==> src/spi_pu_config.svh <==
`ifndef SPI_PU_CONFIG_SVH
`define SPI_PU_CONFIG_SVH

////////////////////////////////////////
// Word and transfer widths

// Processor word
`define SPI_PU_DATA_WIDTH 32

// One SPI transfer unit
`define SPI_PU_BYTE_WIDTH 8

////////////////////////////////////////
// Buffer sizing

`define SPI_PU_BUF_DEPTH 6

`endif
==> src/spi_pu_pkg.sv <==
`include "spi_pu_config.svh"

package spi_pu_pkg;

  // Processor data word
  typedef logic [`SPI_PU_DATA_WIDTH-1:0] word_t;

  // Byte on the SPI wires
  typedef logic [`SPI_PU_BYTE_WIDTH-1:0] spi_byte_t;

  // Index into a word buffer
  typedef logic [$clog2(`SPI_PU_BUF_DEPTH)-1:0] buf_ptr_t;

  // Acknowledge side of the splitter word request
  typedef enum logic [1:0] {
    req_idle,
    req_wait_ack,
    req_release
  } req_state_t;

endpackage

==> src/spi_pu_top.sv <==
module spi_pu_top
  ( input  logic              clk
  , input  logic              rst
  , input  logic              signal_cycle
  , input  logic              signal_wr
  , input  spi_pu_pkg::word_t data_in
  , input  logic              signal_oe
  , output spi_pu_pkg::word_t data_out
  , output logic              flag_start
  , output logic              flag_stop
  , input  logic              mosi
  , output logic              miso
  , input  logic              sclk
  , input  logic              cs
  );

  logic                  cs_sync, byte_done;
  spi_pu_pkg::spi_byte_t rx_byte, tx_byte;
  spi_pu_pkg::word_t     tx_word, rx_word;
  spi_pu_pkg::word_t     buf0_data, buf1_data;
  logic                  word_req, word_ack, splitter_clr, rx_word_wr;
  logic                  buf0_wr, buf1_wr, buf0_rd, buf1_rd, buf0_clr, buf1_clr;

  ////////////////////////////////////////
  // SPI side

  spi_slave_shifter shifter
    ( .clk(clk), .rst(rst), .sclk(sclk), .cs(cs), .mosi(mosi), .miso(miso)
    , .tx_byte(tx_byte), .rx_byte(rx_byte), .byte_done(byte_done), .cs_sync(cs_sync)
    );

  spi_word_splitter splitter
    ( .clk(clk), .rst(rst), .clr(splitter_clr), .byte_done(byte_done)
    , .tx_word(tx_word), .word_req(word_req), .word_ack(word_ack), .tx_byte(tx_byte)
    );

  spi_word_assembler assembler
    ( .clk(clk), .rst(rst), .cs_sync(cs_sync), .byte_done(byte_done)
    , .rx_byte(rx_byte), .rx_word_wr(rx_word_wr), .rx_word(rx_word)
    );

  ////////////////////////////////////////
  // Control and buffers

  pu_slave_spi_ctrl ctrl
    ( .clk(clk), .rst(rst), .signal_cycle(signal_cycle), .signal_wr(signal_wr)
    , .cs_sync(cs_sync), .word_req(word_req), .word_ack(word_ack), .tx_word(tx_word)
    , .buf0_data(buf0_data), .buf1_data(buf1_data)
    , .buf0_wr(buf0_wr), .buf1_wr(buf1_wr), .buf0_rd(buf0_rd), .buf1_rd(buf1_rd)
    , .buf0_clr(buf0_clr), .buf1_clr(buf1_clr), .splitter_clr(splitter_clr)
    , .flag_start(flag_start), .flag_stop(flag_stop)
    );

  word_buffer tx_buf0
    ( .clk(clk), .rst(rst), .clr(buf0_clr), .wr(buf0_wr), .data_in(data_in)
    , .rd(buf0_rd), .data_out(buf0_data), .empty()
    );

  word_buffer tx_buf1
    ( .clk(clk), .rst(rst), .clr(buf1_clr), .wr(buf1_wr), .data_in(data_in)
    , .rd(buf1_rd), .data_out(buf1_data), .empty()
    );

  // Receive side is never cleared
  word_buffer rx_buf
    ( .clk(clk), .rst(rst), .clr(1'b0), .wr(rx_word_wr), .data_in(rx_word)
    , .rd(signal_oe), .data_out(data_out), .empty()
    );

endmodule

==> src/pu_slave_spi_ctrl.sv <==
module pu_slave_spi_ctrl
  ( input  logic              clk
  , input  logic              rst
  , input  logic              signal_cycle
  , input  logic              signal_wr
  , input  logic              cs_sync
  , input  logic              word_req
  , output logic              word_ack
  , output spi_pu_pkg::word_t tx_word
  , input  spi_pu_pkg::word_t buf0_data
  , input  spi_pu_pkg::word_t buf1_data
  , output logic              buf0_wr
  , output logic              buf1_wr
  , output logic              buf0_rd
  , output logic              buf1_rd
  , output logic              buf0_clr
  , output logic              buf1_clr
  , output logic              splitter_clr
  , output logic              flag_start
  , output logic              flag_stop
  );

  logic                   buf_sel;
  logic                   cs_prev;
  logic                   cs_fall, cs_rise, swap, pop;
  logic                   wait_start, wait_stop;
  logic                   clr_pend, clr_sel;
  spi_pu_pkg::req_state_t req_state;

  assign cs_fall = ~cs_sync & cs_prev;
  assign cs_rise = cs_sync & ~cs_prev;
  // Swap only between frames
  assign swap    = signal_cycle & cs_sync;
  assign pop     = (req_state == spi_pu_pkg::req_idle) & word_req;

  ////////////////////////////////////////
  // Buffer routing

  // buf_sel names the fill buffer, the other one drains
  always_ff @(posedge clk) begin
    if (rst) begin
      buf_sel <= 1'b0;
    end else if (swap) begin
      buf_sel <= ~buf_sel;
    end
  end

  assign buf0_wr  = signal_wr & ~buf_sel;
  assign buf1_wr  = signal_wr & buf_sel;
  assign buf0_rd  = pop & buf_sel;
  assign buf1_rd  = pop & ~buf_sel;
  assign buf0_clr = clr_pend & ~clr_sel;
  assign buf1_clr = clr_pend & clr_sel;

  ////////////////////////////////////////
  // Frame flags and clearing

  always_ff @(posedge clk) begin
    if (rst) begin
      cs_prev      <= 1'b1;
      wait_start   <= 1'b1;
      wait_stop    <= 1'b0;
      flag_start   <= 1'b0;
      flag_stop    <= 1'b0;
      clr_pend     <= 1'b0;
      splitter_clr <= 1'b0;
    end else begin
      cs_prev      <= cs_sync;
      flag_start   <= cs_fall & wait_start;
      flag_stop    <= cs_rise & wait_stop;
      clr_pend     <= flag_stop;
      // A fresh drain buffer needs a fresh first word
      splitter_clr <= flag_stop | swap;
      if (cs_fall && wait_start) begin
        wait_start <= 1'b0;
        wait_stop  <= 1'b1;
      end
      if (cs_rise && wait_stop) begin
        wait_stop  <= 1'b0;
        wait_start <= 1'b1;
      end
    end
  end

  // Drain index at flag_stop, a swap may follow right after
  always_ff @(posedge clk) begin
    if (flag_stop) begin
      clr_sel <= ~buf_sel;
    end
  end

  ////////////////////////////////////////
  // Word acknowledge

  always_ff @(posedge clk) begin
    if (rst) begin
      req_state <= spi_pu_pkg::req_idle;
      word_ack  <= 1'b0;
    end else begin
      case (req_state)
        spi_pu_pkg::req_idle: begin
          if (word_req) begin
            word_ack  <= 1'b1;
            req_state <= spi_pu_pkg::req_wait_ack;
          end
        end
        spi_pu_pkg::req_wait_ack: begin
          if (!word_req) begin
            word_ack  <= 1'b0;
            req_state <= spi_pu_pkg::req_release;
          end
        end
        default: begin
          req_state <= spi_pu_pkg::req_idle;
        end
      endcase
    end
  end

  // Empty drain buffer reads as zero
  always_ff @(posedge clk) begin
    if (pop) begin
      tx_word <= buf_sel ? buf0_data : buf1_data;
    end
  end

endmodule

==> src/spi_word_assembler.sv <==
`include "spi_pu_config.svh"

module spi_word_assembler
  ( input  logic                  clk
  , input  logic                  rst
  , input  logic                  cs_sync
  , input  logic                  byte_done
  , input  spi_pu_pkg::spi_byte_t rx_byte
  , output logic                  rx_word_wr
  , output spi_pu_pkg::word_t     rx_word
  );

  localparam int DW    = `SPI_PU_DATA_WIDTH;
  localparam int BW    = `SPI_PU_BYTE_WIDTH;
  localparam int BYTES = DW / BW;
  localparam int CNT_W = $clog2(BYTES);

  logic [CNT_W-1:0]  byte_cnt;
  spi_pu_pkg::word_t word_shift, word_next;

  // First byte of a word ends up on top
  assign word_next = {word_shift[DW-BW-1:0], rx_byte};

  // Count held at zero outside a frame, so a partial word is lost
  always_ff @(posedge clk) begin
    if (rst) begin
      byte_cnt   <= '0;
      rx_word_wr <= 1'b0;
    end else begin
      rx_word_wr <= 1'b0;
      if (cs_sync) begin
        byte_cnt <= '0;
      end else if (byte_done) begin
        if (byte_cnt == CNT_W'(BYTES - 1)) begin
          byte_cnt   <= '0;
          rx_word_wr <= 1'b1;
        end else begin
          byte_cnt <= byte_cnt + 1'b1;
        end
      end
    end
  end

  always_ff @(posedge clk) begin
    if (!cs_sync && byte_done) begin
      word_shift <= word_next;
      if (byte_cnt == CNT_W'(BYTES - 1)) begin
        rx_word <= word_next;
      end
    end
  end

endmodule

==> src/spi_word_splitter.sv <==
`include "spi_pu_config.svh"

module spi_word_splitter
  ( input  logic                  clk
  , input  logic                  rst
  , input  logic                  clr
  , input  logic                  byte_done
  , input  spi_pu_pkg::word_t     tx_word
  , output logic                  word_req
  , input  logic                  word_ack
  , output spi_pu_pkg::spi_byte_t tx_byte
  );

  localparam int BW    = `SPI_PU_BYTE_WIDTH;
  localparam int BYTES = `SPI_PU_DATA_WIDTH / `SPI_PU_BYTE_WIDTH;
  localparam int IDX_W = $clog2(BYTES);

  spi_pu_pkg::word_t word_q;
  logic [IDX_W-1:0]  byte_idx;
  logic              loaded;

  // Requester side of the word handshake
  always_ff @(posedge clk) begin
    if (rst || clr) begin
      byte_idx <= '0;
      loaded   <= 1'b0;
      word_req <= 1'b0;
    end else begin
      if (word_req && word_ack) begin
        byte_idx <= '0;
        loaded   <= 1'b1;
        word_req <= 1'b0;
      end else if (!loaded && !word_req && !word_ack) begin
        // Previous ack must be gone first
        word_req <= 1'b1;
      end
      if (byte_done && loaded) begin
        if (byte_idx == IDX_W'(BYTES - 1)) begin
          byte_idx <= '0;
          loaded   <= 1'b0;
        end else begin
          byte_idx <= byte_idx + 1'b1;
        end
      end
    end
  end

  always_ff @(posedge clk) begin
    if (word_req && word_ack) begin
      word_q <= tx_word;
    end
  end

  // Most significant byte first, zero while no word is held
  always_comb begin
    tx_byte = '0;
    if (loaded) begin
      tx_byte = word_q[(BYTES - 1 - int'(byte_idx)) * BW +: BW];
    end
  end

endmodule

==> src/spi_slave_shifter.sv <==
`include "spi_pu_config.svh"

module spi_slave_shifter
  ( input  logic                  clk
  , input  logic                  rst
  , input  logic                  sclk
  , input  logic                  cs
  , input  logic                  mosi
  , output logic                  miso
  , input  spi_pu_pkg::spi_byte_t tx_byte
  , output spi_pu_pkg::spi_byte_t rx_byte
  , output logic                  byte_done
  , output logic                  cs_sync
  );

  localparam int BW    = `SPI_PU_BYTE_WIDTH;
  localparam int CNT_W = $clog2(BW);

  logic                  sclk_meta, sclk_s, sclk_prev;
  logic                  cs_meta, cs_s, cs_prev;
  logic                  mosi_meta, mosi_s;
  logic                  sclk_rise, sclk_fall, cs_fall;
  logic [CNT_W-1:0]      bit_cnt;
  spi_pu_pkg::spi_byte_t rx_shift, rx_next, tx_shift;

  ////////////////////////////////////////
  // Pin synchronizers

  always_ff @(posedge clk) begin
    if (rst) begin
      sclk_meta <= 1'b0;
      sclk_s    <= 1'b0;
      sclk_prev <= 1'b0;
      cs_meta   <= 1'b1;
      cs_s      <= 1'b1;
      cs_prev   <= 1'b1;
    end else begin
      sclk_meta <= sclk;
      sclk_s    <= sclk_meta;
      sclk_prev <= sclk_s;
      cs_meta   <= cs;
      cs_s      <= cs_meta;
      cs_prev   <= cs_s;
    end
  end

  always_ff @(posedge clk) begin
    mosi_meta <= mosi;
    mosi_s    <= mosi_meta;
  end

  assign sclk_rise = sclk_s & ~sclk_prev;
  assign sclk_fall = ~sclk_s & sclk_prev;
  assign cs_fall   = ~cs_s & cs_prev;
  assign rx_next   = {rx_shift[BW-2:0], mosi_s};
  assign cs_sync   = cs_s;
  // Line stays low outside a frame
  assign miso      = tx_shift[BW-1] & ~cs_s;

  ////////////////////////////////////////
  // Mode 0 shifting

  always_ff @(posedge clk) begin
    if (rst) begin
      bit_cnt   <= '0;
      byte_done <= 1'b0;
      tx_shift  <= '0;
    end else begin
      byte_done <= 1'b0;
      if (cs_s) begin
        bit_cnt <= '0;
      end else if (cs_fall) begin
        bit_cnt  <= '0;
        tx_shift <= tx_byte;
      end else begin
        if (sclk_rise) begin
          bit_cnt <= bit_cnt + 1'b1;
          if (bit_cnt == CNT_W'(BW - 1)) begin
            byte_done <= 1'b1;
          end
        end
        // Count back at zero means the byte just ended
        if (sclk_fall) begin
          tx_shift <= (bit_cnt == '0) ? tx_byte : {tx_shift[BW-2:0], 1'b0};
        end
      end
    end
  end

  always_ff @(posedge clk) begin
    if (!cs_s && sclk_rise) begin
      rx_shift <= rx_next;
      if (bit_cnt == CNT_W'(BW - 1)) begin
        rx_byte <= rx_next;
      end
    end
  end

endmodule

==> src/word_buffer.sv <==
`include "spi_pu_config.svh"

module word_buffer
  ( input  logic              clk
  , input  logic              rst
  , input  logic              clr
  , input  logic              wr
  , input  spi_pu_pkg::word_t data_in
  , input  logic              rd
  , output spi_pu_pkg::word_t data_out
  , output logic              empty
  );

  localparam int DEPTH = `SPI_PU_BUF_DEPTH;
  localparam int CNT_W = $clog2(DEPTH + 1);

  spi_pu_pkg::word_t    mem [DEPTH];
  spi_pu_pkg::buf_ptr_t wr_ptr, rd_ptr;
  logic [CNT_W-1:0]     count;
  logic                 full, do_wr, do_rd;

  assign empty = (count == '0);
  assign full  = (count == CNT_W'(DEPTH));
  // Full and empty accesses are simply ignored
  assign do_wr = wr & ~full;
  assign do_rd = rd & ~empty;

  always_ff @(posedge clk) begin
    if (rst || clr) begin
      wr_ptr <= '0;
      rd_ptr <= '0;
      count  <= '0;
    end else begin
      if (do_wr) begin
        wr_ptr <= (wr_ptr == spi_pu_pkg::buf_ptr_t'(DEPTH - 1)) ? '0 : wr_ptr + 1'b1;
      end
      if (do_rd) begin
        rd_ptr <= (rd_ptr == spi_pu_pkg::buf_ptr_t'(DEPTH - 1)) ? '0 : rd_ptr + 1'b1;
      end
      case ({do_wr, do_rd})
        2'b10:   count <= count + 1'b1;
        2'b01:   count <= count - 1'b1;
        default: count <= count;
      endcase
    end
  end

  always_ff @(posedge clk) begin
    if (do_wr) begin
      mem[wr_ptr] <= data_in;
    end
  end

  // Head word, zero when nothing is stored
  assign data_out = empty ? '0 : mem[rd_ptr];

endmodule

==> config.mk <==
export PLATFORM = sky130hd
export DESIGN_NAME = spi_pu_top
export DESIGN_NICKNAME = d
export VERILOG_FILES = /design/src/spi_pu_pkg.sv /design/src/spi_pu_top.sv /design/src/pu_slave_spi_ctrl.sv /design/src/spi_word_assembler.sv /design/src/spi_word_splitter.sv /design/src/spi_slave_shifter.sv /design/src/word_buffer.sv
export VERILOG_INCLUDE_DIRS = /design/src
export SDC_FILE = /design/constraint.sdc
export NUM_CORES = 1
export LEC_CHECK = 0
export BUFFER_PORTS_ARGS = -buffer_cell sky130_fd_sc_hd__buf_4
export CAP_MARGIN = 40
export CORE_UTILIZATION = 62
export CTS_CLUSTER_SIZE = 20
export DETAILED_ROUTE_END_ITERATION = 10
export PLACE_DENSITY = 0.82
export SLEW_MARGIN = 10
export SYNTH_ARGS = -nofsm -noshare
export SYNTH_HDL_FRONTEND = slang
export SYNTH_SLANG_ARGS = --single-unit
==> constraint.sdc <==
create_clock -name clk -period 8.3 [get_ports clk]
set_clock_uncertainty 0.1 [all_clocks]
set_input_delay 2.49 -clock clk [delete_from_list [all_inputs] [get_ports clk]]
set_output_delay 2.49 -clock clk [all_outputs]
set_load 0.03 [all_outputs]
Word-level counts from Yosys, hierarchy flattened
Memories as Yosys holds them, arrays and structs flattened. A register that Yosys moved wholly into a read port is not among the register bits.
Cells that the tools add are included.
- bits in writable memories: 576
- output and inout bits: 35
- memories: 3
- register bits after elaboration: 200
- bitwise operators: 36
- eq/ne operators: 21
- shifts and indexed selects: 1
- mux-type cells: 44
- reduce and logical (&&, ||, !) cells: 37
- add/sub/neg operators: 16
- memory list (memory ; words ; bits a word ; rd ports ; clocked after memory_dff ; wr ports ; RTL line ; RTL):
    rx_buf.mem ; 6 ; 32 ; 1 ; 1 ; 1 ; word_buffer.sv:17 ; spi_pu_pkg::word_t mem [DEPTH];
    tx_buf0.mem ; 6 ; 32 ; 1 ; 1 ; 1 ; word_buffer.sv:17 ;
    tx_buf1.mem ; 6 ; 32 ; 1 ; 1 ; 1 ; word_buffer.sv:17 ;
- operators with widths (cell ; number):
    $mux W32 ; 4
    $mux W3 ; 12
    $mux W8 ; 4
    $shiftx A32 B32 Y8 ; 1
    $add A3 B1 Y3 const B ; 10
    $eq A3 B3 Y1 const B ; 10
    $and A1 B1 Y1 ; 21
    $pmux W3 S2 ; 3
    $not A1 Y1 ; 14
    $mux W1 ; 13
    $logic_not A3 Y1 ; 4
    $mux W2 ; 6
    $reduce_bool A2 Y1 ; 6
    $eq A2 B2 Y1 const B ; 5
    $sub A3 B1 Y3 const B ; 3
    $eq A2 B1 Y1 const B ; 4
    $logic_and A1 B1 Y1 ; 8
    $reduce_and A2 Y1 ; 4
    $reduce_or A2 Y1 ; 3
    $reduce_or A3 Y1 ; 2
    $add A2 B1 Y2 const B ; 2
    $logic_not A1 Y1 ; 4
    $ne A2 B2 Y1 const B ; 2
    $pmux W2 S2 ; 1
    7 further kinds ; 9

Longest topological paths before layout
- depth in word-level cells: 6
- gate-level depth with buffers: 9
- depth with buffers taken out: 9

By module
Synthesis repeated with hierarchy kept, for this count alone.
- cells, all modules: 1796
- area total of the unflattened synthesis: 29609.6 um^2
- modules (own cells, without submodules) (module ; instances ; cells each ; area an instance (um^2) ; sequential area each (um^2)):
    word_buffer at tx_buf0 ... ; 2 ; 481 ; 7754.9 ; 6005.8
    word_buffer at rx_buf ; 1 ; 481 ; 7751.2 ; 6005.8
    pu_slave_spi_ctrl ; 1 ; 113 ; 1906.8 ; 1211.2
    spi_word_assembler ; 1 ; 69 ; 1818.0 ; 1741.7
    spi_word_splitter ; 1 ; 79 ; 1387.6 ; 1041.0
    spi_slave_shifter ; 1 ; 91 ; 1232.4 ; 850.8
    spi_pu_top ; 1 ; 1 ; 3.8 ; 0.0

Least setup slack after synthesis
No wires, ideal clock.
- path kind: input to register
- from: input signal_wr
- to: memory tx_buf0.mem[4][0] (netlist bit), enable pin
- slack: 1.473 ns
- path buffers: 0
- arrival time: 6.214 ns
- data required time: 7.687 ns
- stages: 3
- cell sequence: nor2b_1 o21ai_1 nor4b_1
- word-level cells in the longest chain between the ends: 4
- RTL lines (what ; RTL line ; RTL):
    from (decl) ; spi_pu_top.sv:5 ; , input logic signal_wr
    $and A1 B1 Y1 ; pu_slave_spi_ctrl.sv:48 ; assign buf0_wr = signal_wr & ~buf_sel;
    $and A1 B1 Y1 ; word_buffer.sv:25 ; assign do_wr = wr & ~full;
    $mux W1 ; word_buffer.sv:49 ; if (do_wr) begin
    $mux W1 (implied by the code) ; word_buffer.sv:50 ; mem[wr_ptr] <= data_in;
    to (decl) ; word_buffer.sv:17 ;
Every way passes these cells.

==> metrics.cfg <==
[outcome]
outcome=complete, but fails checks
violations=DRC

[grt]
grt_pass1_vias=14670
grt_max_degree=65
grt_first_pass_wirelength_mm=86.2
grt_usage_pct=24.6
grt-ovfl-total=0
antenna_found_initial=1

[worst_setup_path]
crit_required_ns=5.71
crit_path_max_fanout=35
end_kind=primary output
path_cells=buf_4 > mux4_2 > nor2_1 > a211oi_1 > buf_4
critPathLaunchType=flip-flop
path_common_cell=buf_4
path_class=flip-flop to primary output
crit_arrival_ns=2.99
critPathMaxStageDelay_ns=0.77
crit_slowest_cell=dfxtp_4

[clocking]
post-cts-setup-buffers=0
cts_resized=0
clockBufferDepth=3
ctsHtreeMaxLevel=3
clk_latency_ns=0.62
cts.sinks=785
cts-root-buf=clkbuf_16
clk_pin_slew_worst_paths_ns=0.06
cts_buffers=75
cts_tree=built
hold_buffers=0

[timing]
final.setup.tns_ns=0
fin_crit_ns=5.58
period_share_pct=67.3
setup_viol=0
tightest_slew_ns=0.839
fmax_mhz=179
slew_viol_final=0
hold_violations=0
rsz0062_at_grt=no
maxSlewHeadroom_pct=44.1

[detailed_routing]
drc=13
wirelength_met1_mm=21.3
vias_per_cell=6.19
ant_nets=0
topRoutingLayerUsed=met4
initialDrtViolationCount=977
drt_pass1_iterations=8
met2_length_mm=30.4
route.met3.wl_mm=3.18
vias=13900
drt_wl_total_mm=57.2
wl_per_cell_um=25.5

[synth]
ys_top_cells_by_area=edfxtp_1 73%, mux4_2 8.0%, dfxtp_1 5.0%
syn_inst=1456
yosysUniqueCellTypes=51
yosys_warnings=0
synth_nets=1507
netlist_area_um2=29400
synth_top_area_cell=edfxtp_1
async_reset_ff_share_pct=0
synth-seq-cells=785
synth-seq-area-share_pct=77.6
synth_top_area_share_pct=72.6
synth-edff-count=712
avgSynthCellArea_um2=20.2
synth_ff_type=edfxtp_1

[placed_design]
gp_congestion=0.804
postPlaceCellArea_um2=30800
dp.cells=2107
dp_hpwl_mm=29.8
port_buffers=74

[layout]
postLayoutCellArea_um2=33200
final_nets=1628
drive_above_1_share_pct=24.1
regArea_um2=22900
final_util_pct=71.2
fin_cells=2247
multiInputGateArea_um2=6220
area_delta_synth_final_pct=12.8
fill_cells=2690

[power]
p_switching_w=0.00160
power.internal_w=0.00643
clkPwrFrac_pct=41.9
powerDensity_nw_per_um2=242
p_leak_nw=10.6
worst_ir_drop_vdd_mv=0.283
swShare_pct=19.9
power_frac_seq_pct=54.9
combPwrFrac_pct=3.2

[die]
coreArea_um2=46700
die_h_um=220
die_w_um=220
num_rows=79
num_io_pins=75
die-area_um2=48400
start_util_pct=63.1

[job]
drv_cap=0

[hold_path]
hold_class=flip-flop to flip-flop

==> metrics by stage <==
stage          hold WS (ns)  power [W]  setup slack, ns
2_1_floorplan         0.210    0.00464             1.47
3_3_place_gp          0.214    0.00473             3.32
3_5_place_dp          0.220    0.00475             3.31
4_1_cts               0.234    0.00809             2.65
5_1_grt               0.246    0.00826             2.51
6_report              0.234    0.00804             2.72
==> power by group through the flow <==
stage / registers [W] / logic [W] / clock network [W]
after detailed placement: 0.00450 / 0.000255 / 0
after global routing: 0.00442 / 0.000274 / 0.00357
after global placement: 0.00449 / 0.000243 / 0
after CTS: 0.00441 / 0.000258 / 0.00342
final: 0.00441 / 0.000256 / 0.00337
after floorplan: 0.00448 / 0.000153 / 0
==> final cells by class <==
class | count | area share (%)
Tap cell | 607 | 2.29
Sequential cell | 785 | 68.8
Multi-Input combinational cell | 582 | 18.7
Inverter | 24 | 0.271
Timing Repair Buffer | 109 | 2.58
Antenna cell | 1 | 0.00753
Clock inverter | 45 | 1.25
Clock buffer | 94 | 6.09
==> cells in the mapped netlist, types with 2 or more instances <==
cell      count
a211oi_1     32
a21oi_1      22
a221oi_1      7
a22o_1       32
a32oi_1       2
and2_1        5
and3_1        2
buf_1         4
buf_2        10
buf_4         5
buf_6        13
clkbuf_1     33
dfxtp_1      73
edfxtp_1    712
fa_1          3
ha_1          8
inv_1        24
mux2_1       81
mux2_2       37
mux2_4       10
mux2i_1      37
mux4_2      104
nand2_1      22
nand2b_1      6
nand3_1       6
nor2_1       80
nor2b_1      13
nor3_1       16
nor4b_1       2
o211ai_1      2
o21ai_0       5
o21ai_1       2
o21bai_1      2
or2_2         7
or3_1        10
xnor2_1       6
xor2_1        7
==> registers in the layout, summed over array words and instances, names as in the netlist, 7 cells and up, named ones only <==
signal and flops:
rx_buf.mem 192, tx_buf0.mem 192, tx_buf1.mem 192, assembler.rx_word 32
ctrl.tx_word 32, splitter.word_q 32, assembler.word_shift 24, shifter.rx_byte 8
shifter.tx_shift 8, shifter.rx_shift 7
==> worst max-delay path: cells and delay by family, from the launching register on <==
kind | cells | cell delay [ns]
AO/OA/AOI/OAI | 1 | 0.08
buffers and inverters | 2 | 0.80
flip-flops | 1 | 0.77
multiplexers | 1 | 0.57
AND/OR/NAND/NOR | 1 | 0.11
==> routing by layer <==
layer,vias up,GRT usage (%)
li1,6073,-
met3,140,4.76
met5,-,0
met1,7177,28.8
met2,510,43.9
met4,0,10.8
==> final timing paths <==
kind | slack, ns | start | depth (start not counted) | end
min reg2reg | 0.23 | shifter.mosi_meta$_DFF_P_ | 0 | shifter.mosi_s$_DFF_P_
min | 0.23 | shifter.mosi_meta$_DFF_P_ | 0 | shifter.mosi_s$_DFF_P_
max reg2reg | 5.49 | ctrl.buf_sel$_SDFFE_PP0P_ | 9 | tx_buf0.count[2]$_SDFFE_PP0P_
max | 2.72 | flip-flop | 5 | data_out[23]
==> placed cells by master, fill, tap and decap left out, drive strengths merged, types with 8 or more instances in the layout <==
| master | count |
|---|---|
| edfxtp | 712 |
| mux2 | 128 |
| buf | 109 |
| mux4 | 104 |
| clkbuf | 94 |
| nor2 | 80 |
| dfxtp | 73 |
| mux2i | 37 |
| clkinv | 36 |
| a211oi | 32 |
| a22o | 32 |
| inv | 25 |
| nand2 | 22 |
| a21oi | 22 |
| nor3 | 16 |
| nor2b | 13 |
| or3 | 10 |
| ha | 8 |
==> cells by family (layout without fill, tap and decap cells) <==
logic type / Yosys count / count (layout) / synth area share [%]
other: 0 / 1 / 0
AOI/OAI and AO/OA: 113 / 113 / 2.83
and+or+nand+nor: 176 / 176 / 2.86
xor gates and xnor gates: 13 / 13 / 0.387
muxes: 269 / 269 / 14.2
adders and majority gates: 11 / 11 / 0.544
DFF: 785 / 785 / 77.6
buffers and inverters: 89 / 272 / 1.57
Power figures use the tool's default switching activity.
